[src/source/codec_settings.svh]
`ifndef CODEC_SETTINGS_SVH
`define CODEC_SETTINGS_SVH

// --------------------
// I2C bus
// --------------------

// Seven-bit codec device address
`define CODEC_I2C_ADDR 7'h10

// Clock cycles per quarter of an SCL period
`define CODEC_SCL_QUARTER 4

// --------------------
// Sequencer delays
// --------------------

// Cycles from reset release to the first register write
`define CODEC_POWERUP_CYCLES 32

// Pause after the soft-reset release write
`define CODEC_RESET_WAIT_CYCLES 200

// Delay counter width, must hold both delays above
`define CODEC_DELAY_W 8

// --------------------
// Audio format
// --------------------

// Word length in bits: 16, 18, 20, 24 or 32
`define CODEC_WORD_LEN 16

// Headphone and speaker volume, 0 to 33
`define CODEC_VOLUME 30

`endif

[src/source/codec_regs_pkg.sv]
package codec_regs_pkg;

    // --------------------
    // Register-side widths
    // --------------------

    // Codec register address and value
    typedef logic [7:0] reg_addr_t;
    typedef logic [7:0] reg_data_t;

    // Position in the write table, 29 entries
    typedef logic [4:0] reg_index_t;

    // Word-length field as used by R12 and R23
    typedef logic [2:0] wl_code_t;

    // Sequencer FSM
    typedef enum logic [2:0] {
        POWERUP,
        ISSUE,
        WAIT_DONE,
        RESET_PAUSE,
        DONE,
        ERROR
    } seq_state_t;

    // Word length in bits to codec code
    // Unsupported lengths fall back to the 24-bit code
    function automatic wl_code_t wl_code_of(input int unsigned word_len);
        case (word_len)
            16:      wl_code_of = 3'd3;
            18:      wl_code_of = 3'd2;
            20:      wl_code_of = 3'd1;
            24:      wl_code_of = 3'd0;
            32:      wl_code_of = 3'd4;
            default: wl_code_of = 3'd0;
        endcase
    endfunction

endpackage

[src/source/i2c_bus_pkg.sv]
package i2c_bus_pkg;

    // Seven-bit device address on the wire
    typedef logic [6:0] dev_addr_t;

    // Bit-level command from frame stage to bit stage
    typedef logic [1:0] i2c_cmd_t;

    localparam i2c_cmd_t CMD_START     = 2'd0;
    localparam i2c_cmd_t CMD_STOP      = 2'd1;
    localparam i2c_cmd_t CMD_WRITE_BIT = 2'd2;
    localparam i2c_cmd_t CMD_READ_BIT  = 2'd3;

    // Frame stage FSM
    typedef enum logic [2:0] {
        FRM_IDLE,
        FRM_SEND_START,
        FRM_SEND_BITS,
        FRM_GET_ACK,
        FRM_SEND_STOP
    } frame_state_t;

    // Bit stage FSM
    typedef enum logic {
        PHY_IDLE,
        PHY_RUN
    } phy_state_t;

endpackage

[src/source/codec_cfg_seq.sv]
`include "codec_settings.svh"

module codec_cfg_seq (
    input  logic                      clk,
    input  logic                      rst_n,
    input  logic                      wr_done,
    input  logic                      wr_nack,
    output logic                      wr_req,
    output codec_regs_pkg::reg_addr_t wr_addr,
    output codec_regs_pkg::reg_data_t wr_data,
    output logic                      cfg_done,
    output logic                      cfg_error
);
    import codec_regs_pkg::*;

    localparam int unsigned DW = `CODEC_DELAY_W;

    // Counter end values for the two waits
    localparam logic [DW-1:0] POWERUP_LAST = DW'(`CODEC_POWERUP_CYCLES - 1);
    localparam logic [DW-1:0] PAUSE_LAST   = DW'(`CODEC_RESET_WAIT_CYCLES - 1);

    // Soft-reset release entry and last entry
    localparam reg_index_t RESET_INDEX = reg_index_t'(1);
    localparam reg_index_t LAST_INDEX  = reg_index_t'(28);

    // Fixed format fields
    localparam wl_code_t  WL     = wl_code_of(`CODEC_WORD_LEN);
    localparam reg_data_t VOLUME = reg_data_t'(`CODEC_VOLUME);

    seq_state_t      state;
    reg_index_t      idx;
    logic [DW-1:0]   delay_cnt;

    // --------------------
    // Sequencer FSM
    // --------------------
    always_ff @(posedge clk or negedge rst_n) begin
        if (!rst_n) begin
            state     <= POWERUP;
            idx       <= '0;
            delay_cnt <= '0;
        end else begin
            case (state)
                // Let the codec supply settle
                POWERUP: begin
                    if (delay_cnt == POWERUP_LAST) begin
                        delay_cnt <= '0;
                        state     <= ISSUE;
                    end else begin
                        delay_cnt <= delay_cnt + 1'b1;
                    end
                end
                // One-cycle request
                ISSUE: state <= WAIT_DONE;
                WAIT_DONE: begin
                    if (wr_done) begin
                        if (wr_nack) begin
                            state <= ERROR;
                        end else if (idx == LAST_INDEX) begin
                            state <= DONE;
                        end else begin
                            idx   <= idx + 1'b1;
                            // Codec needs time after soft reset
                            state <= (idx == RESET_INDEX) ? RESET_PAUSE : ISSUE;
                        end
                    end
                end
                RESET_PAUSE: begin
                    if (delay_cnt == PAUSE_LAST) begin
                        delay_cnt <= '0;
                        state     <= ISSUE;
                    end else begin
                        delay_cnt <= delay_cnt + 1'b1;
                    end
                end
                // Terminal until reset
                DONE, ERROR: state <= state;
                default: state <= POWERUP;
            endcase
        end
    end

    assign wr_req    = (state == ISSUE);
    assign cfg_done  = (state == DONE);
    assign cfg_error = (state == ERROR);

    // --------------------
    // Register table
    // --------------------
    always_comb begin
        case (idx)
            // Soft reset on, then off
            5'd0:  {wr_addr, wr_data} = {8'h00, 8'h80};
            5'd1:  {wr_addr, wr_data} = {8'h00, 8'h00};
            5'd2:  {wr_addr, wr_data} = {8'h01, 8'h58};
            5'd3:  {wr_addr, wr_data} = {8'h01, 8'h50};
            // Chip power management
            5'd4:  {wr_addr, wr_data} = {8'h02, 8'hF3};
            5'd5:  {wr_addr, wr_data} = {8'h02, 8'h00};
            5'd6:  {wr_addr, wr_data} = {8'h03, 8'h09};
            5'd7:  {wr_addr, wr_data} = {8'h00, 8'h06};
            5'd8:  {wr_addr, wr_data} = {8'h04, 8'h3C};
            // Slave mode, mic gain, input select
            5'd9:  {wr_addr, wr_data} = {8'h08, 8'h00};
            5'd10: {wr_addr, wr_data} = {8'h09, 8'h77};
            5'd11: {wr_addr, wr_data} = {8'h0A, 8'h00};
            // ADC format, I2S with word length
            5'd12: {wr_addr, wr_data} = {8'h0C, 2'b01, 1'b0, WL, 2'b00};
            5'd13: {wr_addr, wr_data} = {8'h0D, 8'h0C};
            5'd14: {wr_addr, wr_data} = {8'h10, 8'h00};
            5'd15: {wr_addr, wr_data} = {8'h11, 8'h00};
            // ALC setup
            5'd16: {wr_addr, wr_data} = {8'h12, 8'hDB};
            // DAC format, I2S with word length
            5'd17: {wr_addr, wr_data} = {8'h17, 2'b00, WL, 3'b000};
            5'd18: {wr_addr, wr_data} = {8'h18, 8'h0C};
            5'd19: {wr_addr, wr_data} = {8'h1A, 8'h0A};
            5'd20: {wr_addr, wr_data} = {8'h1B, 8'h0A};
            5'd21: {wr_addr, wr_data} = {8'h1D, 8'h1C};
            // Output mixers and shared LRCK
            5'd22: {wr_addr, wr_data} = {8'h27, 8'hF8};
            5'd23: {wr_addr, wr_data} = {8'h2A, 8'hF8};
            5'd24: {wr_addr, wr_data} = {8'h2B, 8'h80};
            // Headphone then speaker volume
            5'd25: {wr_addr, wr_data} = {8'h2E, VOLUME};
            5'd26: {wr_addr, wr_data} = {8'h2F, VOLUME};
            5'd27: {wr_addr, wr_data} = {8'h30, VOLUME};
            5'd28: {wr_addr, wr_data} = {8'h31, VOLUME};
            default: {wr_addr, wr_data} = 16'h0000;
        endcase
    end

endmodule

[src/source/codec_cfg_top.sv]
module codec_cfg_top (
    input  logic clk,
    input  logic rst_n,
    input  logic sda_in,
    output logic scl,
    output logic sda_oe,
    output logic cfg_done,
    output logic cfg_error
);
    import codec_regs_pkg::*;
    import i2c_bus_pkg::*;

    // Sequencer to frame stage
    logic      wr_req;
    reg_addr_t wr_addr;
    reg_data_t wr_data;
    logic      wr_done;
    logic      wr_nack;

    // Frame stage to bit stage
    logic      cmd_valid;
    i2c_cmd_t  cmd;
    logic      cmd_bit;
    logic      cmd_done;
    logic      rx_bit;

    codec_cfg_seq i_seq (
        .clk       (clk),
        .rst_n     (rst_n),
        .wr_done   (wr_done),
        .wr_nack   (wr_nack),
        .wr_req    (wr_req),
        .wr_addr   (wr_addr),
        .wr_data   (wr_data),
        .cfg_done  (cfg_done),
        .cfg_error (cfg_error)
    );

    i2c_write_frame i_frame (
        .clk       (clk),
        .rst_n     (rst_n),
        .wr_req    (wr_req),
        .wr_addr   (wr_addr),
        .wr_data   (wr_data),
        .wr_done   (wr_done),
        .wr_nack   (wr_nack),
        .cmd_valid (cmd_valid),
        .cmd       (cmd),
        .cmd_bit   (cmd_bit),
        .cmd_done  (cmd_done),
        .rx_bit    (rx_bit)
    );

    i2c_bit_phy i_phy (
        .clk       (clk),
        .rst_n     (rst_n),
        .cmd_valid (cmd_valid),
        .cmd       (cmd),
        .cmd_bit   (cmd_bit),
        .cmd_done  (cmd_done),
        .rx_bit    (rx_bit),
        .scl       (scl),
        .sda_oe    (sda_oe),
        .sda_in    (sda_in)
    );

endmodule

[src/source/i2c_bit_phy.sv]
`include "codec_settings.svh"

module i2c_bit_phy (
    input  logic                  clk,
    input  logic                  rst_n,
    input  logic                  cmd_valid,
    input  i2c_bus_pkg::i2c_cmd_t cmd,
    input  logic                  cmd_bit,
    output logic                  cmd_done,
    output logic                  rx_bit,
    output logic                  scl,
    output logic                  sda_oe,
    input  logic                  sda_in
);
    import i2c_bus_pkg::*;

    localparam int unsigned Q  = `CODEC_SCL_QUARTER;
    localparam int unsigned QW = $clog2(Q + 1);
    localparam logic [QW-1:0] Q_LAST = QW'(Q - 1);

    phy_state_t      state;
    logic [QW-1:0]   qcnt;
    logic [1:0]      phase;
    i2c_cmd_t        cmd_q;
    logic            bit_q;

    // Line levels per quarter, returned as {scl, sda_oe}
    function automatic logic [1:0] bus_levels(input i2c_cmd_t c, input logic b,
                                              input logic [1:0] ph);
        case (c)
            // SDA falls in quarter 1 with SCL high
            CMD_START:     bus_levels = {ph < 2'd2, ph != 2'd0};
            // SDA rises in quarter 2 with SCL high
            CMD_STOP:      bus_levels = {ph != 2'd0, ph < 2'd2};
            CMD_WRITE_BIT: bus_levels = {ph == 2'd1 || ph == 2'd2, ~b};
            default:       bus_levels = {ph == 2'd1 || ph == 2'd2, 1'b0};
        endcase
    endfunction

    always_ff @(posedge clk or negedge rst_n) begin
        if (!rst_n) begin
            state  <= PHY_IDLE;
            qcnt   <= '0;
            phase  <= '0;
            // Bus looks as after a stop
            cmd_q  <= CMD_STOP;
            bit_q  <= 1'b0;
            scl    <= 1'b1;
            sda_oe <= 1'b0;
            rx_bit <= 1'b0;
        end else begin
            case (state)
                PHY_IDLE: begin
                    if (cmd_valid) begin
                        state <= PHY_RUN;
                        qcnt  <= '0;
                        phase <= '0;
                        cmd_q <= cmd;
                        bit_q <= cmd_bit;
                        {scl, sda_oe} <= bus_levels(cmd, cmd_bit, 2'd0);
                    end
                end
                PHY_RUN: begin
                    // Sample at end of first high quarter
                    if (cmd_q == CMD_READ_BIT && phase == 2'd1 && qcnt == Q_LAST) begin
                        rx_bit <= sda_in;
                    end
                    if (qcnt == Q_LAST) begin
                        qcnt  <= '0;
                        phase <= phase + 1'b1;
                        if (phase == 2'd3) begin
                            // Lines hold until next command
                            state <= PHY_IDLE;
                        end else begin
                            {scl, sda_oe} <= bus_levels(cmd_q, bit_q, phase + 2'd1);
                        end
                    end else begin
                        qcnt <= qcnt + 1'b1;
                    end
                end
                default: state <= PHY_IDLE;
            endcase
        end
    end

    // Last cycle of the fourth quarter
    assign cmd_done = (state == PHY_RUN) && (phase == 2'd3) && (qcnt == Q_LAST);

endmodule

[src/source/i2c_write_frame.sv]
`include "codec_settings.svh"

module i2c_write_frame (
    input  logic                      clk,
    input  logic                      rst_n,
    input  logic                      wr_req,
    input  codec_regs_pkg::reg_addr_t wr_addr,
    input  codec_regs_pkg::reg_data_t wr_data,
    output logic                      wr_done,
    output logic                      wr_nack,
    output logic                      cmd_valid,
    output i2c_bus_pkg::i2c_cmd_t     cmd,
    output logic                      cmd_bit,
    input  logic                      cmd_done,
    input  logic                      rx_bit
);
    import codec_regs_pkg::*;
    import i2c_bus_pkg::*;

    localparam dev_addr_t DEV_ADDR = `CODEC_I2C_ADDR;

    frame_state_t state;
    // Device byte, register byte, data byte, MSB first
    logic [23:0]  frame_sh;
    logic [2:0]   bit_cnt;
    logic [1:0]   byte_cnt;

    always_ff @(posedge clk or negedge rst_n) begin
        if (!rst_n) begin
            state     <= FRM_IDLE;
            frame_sh  <= '0;
            bit_cnt   <= '0;
            byte_cnt  <= '0;
            cmd_valid <= 1'b0;
            cmd       <= CMD_STOP;
            cmd_bit   <= 1'b0;
            wr_done   <= 1'b0;
            wr_nack   <= 1'b0;
        end else begin
            // Pulses by default
            cmd_valid <= 1'b0;
            wr_done   <= 1'b0;
            case (state)
                FRM_IDLE: begin
                    if (wr_req) begin
                        // Write bit is zero
                        frame_sh  <= {DEV_ADDR, 1'b0, wr_addr, wr_data};
                        bit_cnt   <= '0;
                        byte_cnt  <= '0;
                        wr_nack   <= 1'b0;
                        cmd_valid <= 1'b1;
                        cmd       <= CMD_START;
                        state     <= FRM_SEND_START;
                    end
                end
                FRM_SEND_START: begin
                    if (cmd_done) begin
                        cmd_valid <= 1'b1;
                        cmd       <= CMD_WRITE_BIT;
                        cmd_bit   <= frame_sh[23];
                        state     <= FRM_SEND_BITS;
                    end
                end
                FRM_SEND_BITS: begin
                    if (cmd_done) begin
                        frame_sh  <= {frame_sh[22:0], 1'b0};
                        cmd_valid <= 1'b1;
                        if (bit_cnt == 3'd7) begin
                            // Release SDA for the slave ACK
                            cmd     <= CMD_READ_BIT;
                            cmd_bit <= 1'b1;
                            state   <= FRM_GET_ACK;
                        end else begin
                            bit_cnt <= bit_cnt + 1'b1;
                            cmd     <= CMD_WRITE_BIT;
                            cmd_bit <= frame_sh[22];
                        end
                    end
                end
                FRM_GET_ACK: begin
                    if (cmd_done) begin
                        cmd_valid <= 1'b1;
                        // High ACK slot means NACK, abort to stop
                        if (rx_bit || byte_cnt == 2'd2) begin
                            wr_nack <= rx_bit;
                            cmd     <= CMD_STOP;
                            state   <= FRM_SEND_STOP;
                        end else begin
                            byte_cnt <= byte_cnt + 1'b1;
                            bit_cnt  <= '0;
                            cmd      <= CMD_WRITE_BIT;
                            cmd_bit  <= frame_sh[23];
                            state    <= FRM_SEND_BITS;
                        end
                    end
                end
                FRM_SEND_STOP: begin
                    if (cmd_done) begin
                        wr_done <= 1'b1;
                        state   <= FRM_IDLE;
                    end
                end
                default: state <= FRM_IDLE;
            endcase
        end
    end

endmodule

[config.mk]
export PLATFORM = sky130hd
export DESIGN_NAME = codec_cfg_top
export DESIGN_NICKNAME = d
export VERILOG_FILES = /design/src/source/codec_regs_pkg.sv /design/src/source/i2c_bus_pkg.sv /design/src/source/codec_cfg_seq.sv /design/src/source/codec_cfg_top.sv /design/src/source/i2c_bit_phy.sv /design/src/source/i2c_write_frame.sv
export VERILOG_INCLUDE_DIRS = /design/src /design/src/source
export SDC_FILE = /design/constraint.sdc
export NUM_CORES = 1
export LEC_CHECK = 0
export BUFFER_PORTS_ARGS = -buffer_cell sky130_fd_sc_hd__buf_2
export CAP_MARGIN = 5
export CORE_MARGIN = 8
export CORE_UTILIZATION = 45
export CTS_CLUSTER_DIAMETER = 150
export DETAILED_ROUTE_END_ITERATION = 7
export GPL_ROUTABILITY_DRIVEN = 0
export GPL_TIMING_DRIVEN = 0
export SLEW_MARGIN = 30
export SYNTH_ARGS = -nofsm -noshare
export SYNTH_HDL_FRONTEND = slang
export SYNTH_SLANG_ARGS = --single-unit
[constraint.sdc]
create_clock -name clk -period 5.9 [get_ports clk]
set_input_delay 1.18 -clock clk [delete_from_list [all_inputs] [get_ports clk]]
set_output_delay 1.18 -clock clk [all_outputs]
set_load 0.01 [all_outputs]
# Word-level counts from Yosys, hierarchy flattened
# Memory sizes are Yosys's and may differ from the RTL's.
# Index checks and enable logic that the tools add are counted.
# Widths: inputs -> output; s select.
# word_totals
out_inout_bits	4
n_memories	1
inputBits	3
reg_bits	66
romBits	448
elab_cells	177
# mem_list
name	depth	word_bits	rd	rd_clocked_by_memory_dff	write_ports	line_no	text
(name not given)	32	14	1	0	0	codec_cfg_seq.sv:91	case (idx)
# classes
muxes	71
magnitude_cmp	1
n_reduce_logical	32
addsub	6
n_eq_ne	40
n_bitwise	6
# op_table
op	n
$mux 3	19
$mux 24	2
$pmux 24 s2	1
$pmux 3 s5	2
$mux 1	21
$mux 2	10
$ne 2x2->1 const B	9
$mux 8	2
$pmux 8 s2	1
$reduce_and 4->1	4
$eq 3x2->1 const B	5
$eq 2x2->1 const B	6
$eq 3x3->1 const B	4
$ne 2x1->1 const B	6
$pmux 2 s3	2
$reduce_and 6->1	2
$pmux 1 s2	5
$reduce_and 5->1	2
$pmux 3 s3	1
$add 8x1->8 const B	1
$eq 2x1->1 const B	4
$eq 8x5->1 const B	1
$eq 8x8->1 const B	1
$pmux 2 s2	2
other kinds (22)	43

# Longest topological paths before layout
# depth
word_depth	7
mapped_depth	9
mapped_depth_nobuf	7

# Cells and area by module
# A second synthesis with hierarchy kept.
# hier_totals
cells_unflattened	443
hier_area_um2	4110.2
# modules_own_cells
module	cells_each	area_each_um2	seq_area_each_um2	n_inst
i2c_write_frame	185	1859.3	952.2	1
codec_cfg_seq	191	1594.0	400.4	1
i2c_bit_phy	67	656.9	302.8	1

# Worst setup path before layout
# No wires, ideal clock.
# synth_path
path_kind	reg-to-output
startpoint	register i_seq.state[1]
endpoint	output port cfg_done
slack_ps	3922
n_path_buf	1
required_ps	4720
arrival_time_ps	798
path_stages_with_launch	4
cell_sequence	dfrtp_1 > buf_6 > nand2b_1 > nor2_1
# synth_between
elab_chain_len	1
# synth_lines
item	line_no	text
from (decl)	codec_cfg_seq.sv:30	seq_state_t state;
from (signal assigned)	codec_cfg_seq.sv:64	state <= (idx == RESET_INDEX) ? RESET_PAUSE : ISSUE;
from (signal assigned)	codec_cfg_seq.sv:77	DONE, ERROR: state <= state;
$eq 3x3->1	codec_cfg_seq.sv:84	assign cfg_done = (state == DONE);
to (decl)	codec_cfg_top.sv:7	output logic cfg_done,
# Every way passes these cells.

# Worst setup path after layout
# layout_path
startpoint	register i_seq.idx[1]
endpoint	register i_frame.frame_sh[2]
# layout_between
elab_chain_len	3
# layout_lines
item	line_no	text
from (decl)	codec_cfg_seq.sv:31	reg_index_t idx;
from (signal assigned)	codec_cfg_seq.sv:62	idx <= idx + 1'b1;
$mem_v2 32x14	--	
$mux 24	i2c_write_frame.sv:45	if (wr_req) begin
$pmux 24 s2	i2c_write_frame.sv:43	case (state)
to (signal assigned)	i2c_write_frame.sv:47	frame_sh <= {DEV_ADDR, 1'b0, wr_addr, wr_data};
to (signal assigned)	i2c_write_frame.sv:66	frame_sh <= {frame_sh[22:0], 1'b0};
to (decl)	i2c_write_frame.sv:24	logic [23:0] frame_sh;
# Every way passes these cells. The select of a mux whose other input is x is not followed.
# A chain may end at the register's enable or synchronous reset.

==> impl_metrics.csv <==
group,metric,value,unit
status,status,"finished, final reports clean",
layout,diodes,0,
logic_synthesis,synth-async-reset-ratio,1.000,
sta,worst_pin_slew,632.6,ps
floorplan,pin_count,7,
floorplan,die_w,108.6,microns
global_routing,gr-usage-all-layers,0.1539,
worst_setup_path,path_cells,"clkbuf_1 -> inv_1 -> ha_1 -> clkbuf_1 -> nand2_1 -> o21ai_0 -> a32o_1 -> o21ai_0 -> a21oi_1",
detailed_routing,drtPass1Iterations,5,
placement,dp_hpwl,5903,microns
pwr,p_leak,1.833,nW
sta,final.setup.worst_slack,3329,ps
layout,drive_gt1_frac,0.1366,
sta,period_needed,2571,ps
logic_synthesis,yosys_warnings,0,
floorplan,fp.dieH,108.6,microns
logic_synthesis,synth_edf_count,0,
worst_setup_path,rr_worst_depth,9,
run,cap_violations,0,
pwr,switchingPower,0.1889,mW
worst_setup_path,path_delay_family,"compound AO/OA/AOI/OAI gates",
hold_path,hold_path_end,"i_phy.scl$_DFFE_PN1P_",
detailed_routing,vias,3076,
worst_setup_path,worstSetupStartpointType,"flop",
sta,slew_headroom,0.5764,
pwr,power_switching_share,0.2223,
pwr,p_seq_frac,0.532,
placement,dp_worst_setup_slack,3444,ps
pwr,ir_drop,0.1186,mV
clocking,tritoncts,"yes",
clocking,cts_setup_buffers,0,
clocking,clock_latency,340,ps
detailed_routing,drt_iter0_markers,156,
detailed_routing,ant_nets,0,
logic_synthesis,yosysUniqueCellTypes,66,
worst_setup_path,critPathKind,"reg2reg",
floorplan,start_util,0.4540,
global_routing,grt_max_degree,40,
sta,slew_viol_final,0,
worst_setup_path,crit_required,6110,ps
floorplan,rows,34,
logic_synthesis,syn_area,3862,sq um
sta,fin_skew,17.72,ps
sta,max_freq,389.0,MHz
layout,fillers,821,
logic_synthesis,postSynthAreaPerCell,9.444,sq um
detailed_routing,drcViolationCount,0,
clocking,clock_sinks,66,
global_routing,grt_pass1_wl,14680,microns
worst_setup_path,end_kind,"flop",
placement,io_buffers,6,
worst_setup_path,reg2reg_from,"i_seq.idx[1]$_DFFE_PN0P_",
sta,setup_viol,0,
clocking,numCtsBuffers,9,
detailed_routing,viasPerCell,5.696,
clocking,cts_resized,0,
sta,finalHoldViolations,0,
clocking,ctsHoldBuffers,0,
global_routing,grt_pass1_vias,3046,
sta,rsz0062_at_grt,"no",
logic_synthesis,synth_seq_area_share,0.4286,
detailed_routing,avgRoutedWirePerCell,15.34,microns
layout,area_growth,10.07,%
layout,num-nets-final,449,
worst_setup_path,critical_path.max_stage_delay,410,ps
clocking,htreeDepth,3,
clocking,cts_max_path_buffers,2,
worst_setup_path,r2r-end,"i_frame.frame_sh[2]$_DFFE_PN0P_",
global_routing,overflow,0,
detailed_routing,routed_wl,8284,microns
logic_synthesis,synth-seq-cells,66,
logic_synthesis,synth_ff_type,"dfrtp_1",
pwr,combPwrFrac,0.013,
logic_synthesis,syn_inst,409,
pwr,pwr-share-clk,0.455,
clocking,clk_pin_slew_worst_paths,80,ps
pwr,p_int,0.6608,mW
hold_path,hold_depth,2,
worst_setup_path,crit_buf_inv,3,
pwr,p_per_area,199.9,nW/um^2
clocking,root_buffer,"clkbuf_8",
worst_setup_path,r2r_slack,3330,ps
floorplan,core,8508,sq um
worst_setup_path,path_max_fanout,10,
sta,fin_crit_sh,0.4358,
global_routing,antenna_found_initial,0,
logic_synthesis,synth_nets,431,
floorplan,dieArea,11800,sq um
sta,tns,0,ps
hold_path,hp-class,"reg2reg",
worst_setup_path,arrival,2780,ps
worst_setup_path,crit_slowest_cell,"dfrtp_1",
hold_path,min_from,"i_phy.scl$_DFFE_PN1P_",
==> cells by family (layout without fill, tap and decap cells) <==
logic type      count (synthesis)  in the layout  share of synthesized area
simple gates                  137            137                     0.1749
compound gates                115            115                     0.1983
flops                          66             66                     0.4286
buf+inv                        41             64                    0.04956
mux                            23             23                    0.06900
fa+ha+maj                      19             19                    0.06155
xor+xnor                        8              8                    0.01814
==> stage by stage <==
| stage | cells | utilization | instance area [sq um] | power (mW) | hold slack (ps) |
|---|---|---|---|---|---|
| finish | 540 | 0.4997 | 4252 | 0.8497 | 463.3 |
| global route | 540 | 0.4997 | 4252 | 0.8858 | 486.1 |
| CTS | 540 | 0.4997 | 4252 | 0.8636 | 468.2 |
| detailed placement | 524 | 0.4760 | 4050 | 0.4729 | 456.6 |
| global placement | 523 | 0.4734 | 4028 | 0.4709 | 448.4 |
| floorplan | 409 | - | 3862 | 0.4611 | 439.1 |
==> final cells by class <==
class                      count  area, sq um  area share
buffer                        27        138.9     0.03267
clock buffer                  10        137.6     0.03237
clock inverter                 6        63.81     0.01501
inverter                      14        52.55     0.01236
multi-input combinational    302         2016      0.4741
sequential                    66         1655      0.3893
tap                          108        135.1     0.03178
timing repair buffer           7        52.55     0.01236
==> synthesized netlist by cell type, types with 3 or more instances <==
cell type  number  area, sq um
buf_6           3        33.78
nand2b_1        8        50.05
a21oi_1        21        105.1
mux2_2          9        101.4
clkbuf_1       13        48.80
inv_1          13        48.80
nor2_1         35        131.4
o211ai_1        4        30.03
nand3b_1        5        37.54
a31oi_1         5        31.28
a211oi_1        5        37.54
o21ai_0        34        170.2
a21o_1          4        30.03
a32o_1          3        30.03
nor3_1         10        50.05
nand3_1        12        60.06
a22o_1         12        105.1
and3_1          3        18.77
ha_1           19        237.7
dfstp_2         3        78.83
a221oi_1        3        26.28
dfrtp_1        63         1577
nand2_1        45        168.9
xnor2_1         4        35.03
xor2_1          4        35.03
buf_2           9        45.04
mux2i_1        12        120.1
==> routing by layer <==
metal	share of wire	GRT usage	wire, microns
met1	0.49	0.2094	4032
met2	0.46	0.2411	3834
met3	0.038	0.03251	318
met4	0.012	0.04594	99
met5	0	0	0
==> registers in the layout (all words and copies together) (netlist names), 2 cells and up <==
signal            flops
i_frame.bit_cnt       3
i_frame.byte_cnt      2
i_frame.cmd           2
i_frame.frame_sh     24
i_frame.state         3
i_phy.cmd_q           2
i_phy.phase           2
i_phy.qcnt            3
i_seq.delay_cnt       8
i_seq.idx             5
i_seq.state           3
==> layout by cell type, fill, tap and decap left out, drive strengths merged, types with 14 or more instances in the layout <==
| cell type | netlist | layout |
|---|---|---|
| ha | 19 | 19 |
| inv | 13 | 14 |
| a21oi | 21 | 21 |
| clkbuf | 13 | 23 |
| dfrtp | 63 | 63 |
| nor2 | 35 | 35 |
| o21ai | 35 | 35 |
| buf | 14 | 21 |
| nand2 | 46 | 46 |
==> power by group through the flow <==
stage	clock (mW)	sequential, mW	combinational, mW
floorplan	0	0.461	0.00000642
global placement	0	0.461	0.00997
detailed placement	0	0.461	0.0120
CTS	0.400	0.452	0.0119
global route	0.421	0.452	0.0133
finish	0.387	0.452	0.0108
==> worst max-delay path by stage <==
stage	start	to	slack [ps]	cells after the start
2_1_floorplan	i_seq.state[1]$_DFFE_PN0P_	cfg_done	3920	3
3_3_place_gp	rst_n	i_frame.frame_sh[16]$_DFFE_PN0P_	3320	1
3_5_place_dp	i_seq.idx[1]$_DFFE_PN0P_	i_frame.frame_sh[2]$_DFFE_PN0P_	3440	9
4_1_cts	i_seq.idx[1]$_DFFE_PN0P_	i_frame.frame_sh[2]$_DFFE_PN0P_	3410	9
5_1_grt	i_seq.idx[1]$_DFFE_PN0P_	i_frame.frame_sh[2]$_DFFE_PN0P_	3220	9
6_report	i_seq.idx[1]$_DFFE_PN0P_	i_frame.frame_sh[2]$_DFFE_PN0P_	3330	9
==> worst reg2reg max path, delay by kind of cell (launching register included) <==
kind                     cells  cell delay [ps]
buffers and inverters        3              770
flip-flops                   1              410
AO/OA/AOI/OAI                4              830
adder cells (fa/ha/maj)      1              220
AND/OR/NAND/NOR              1              220
(Power assumes the default switching activity.)
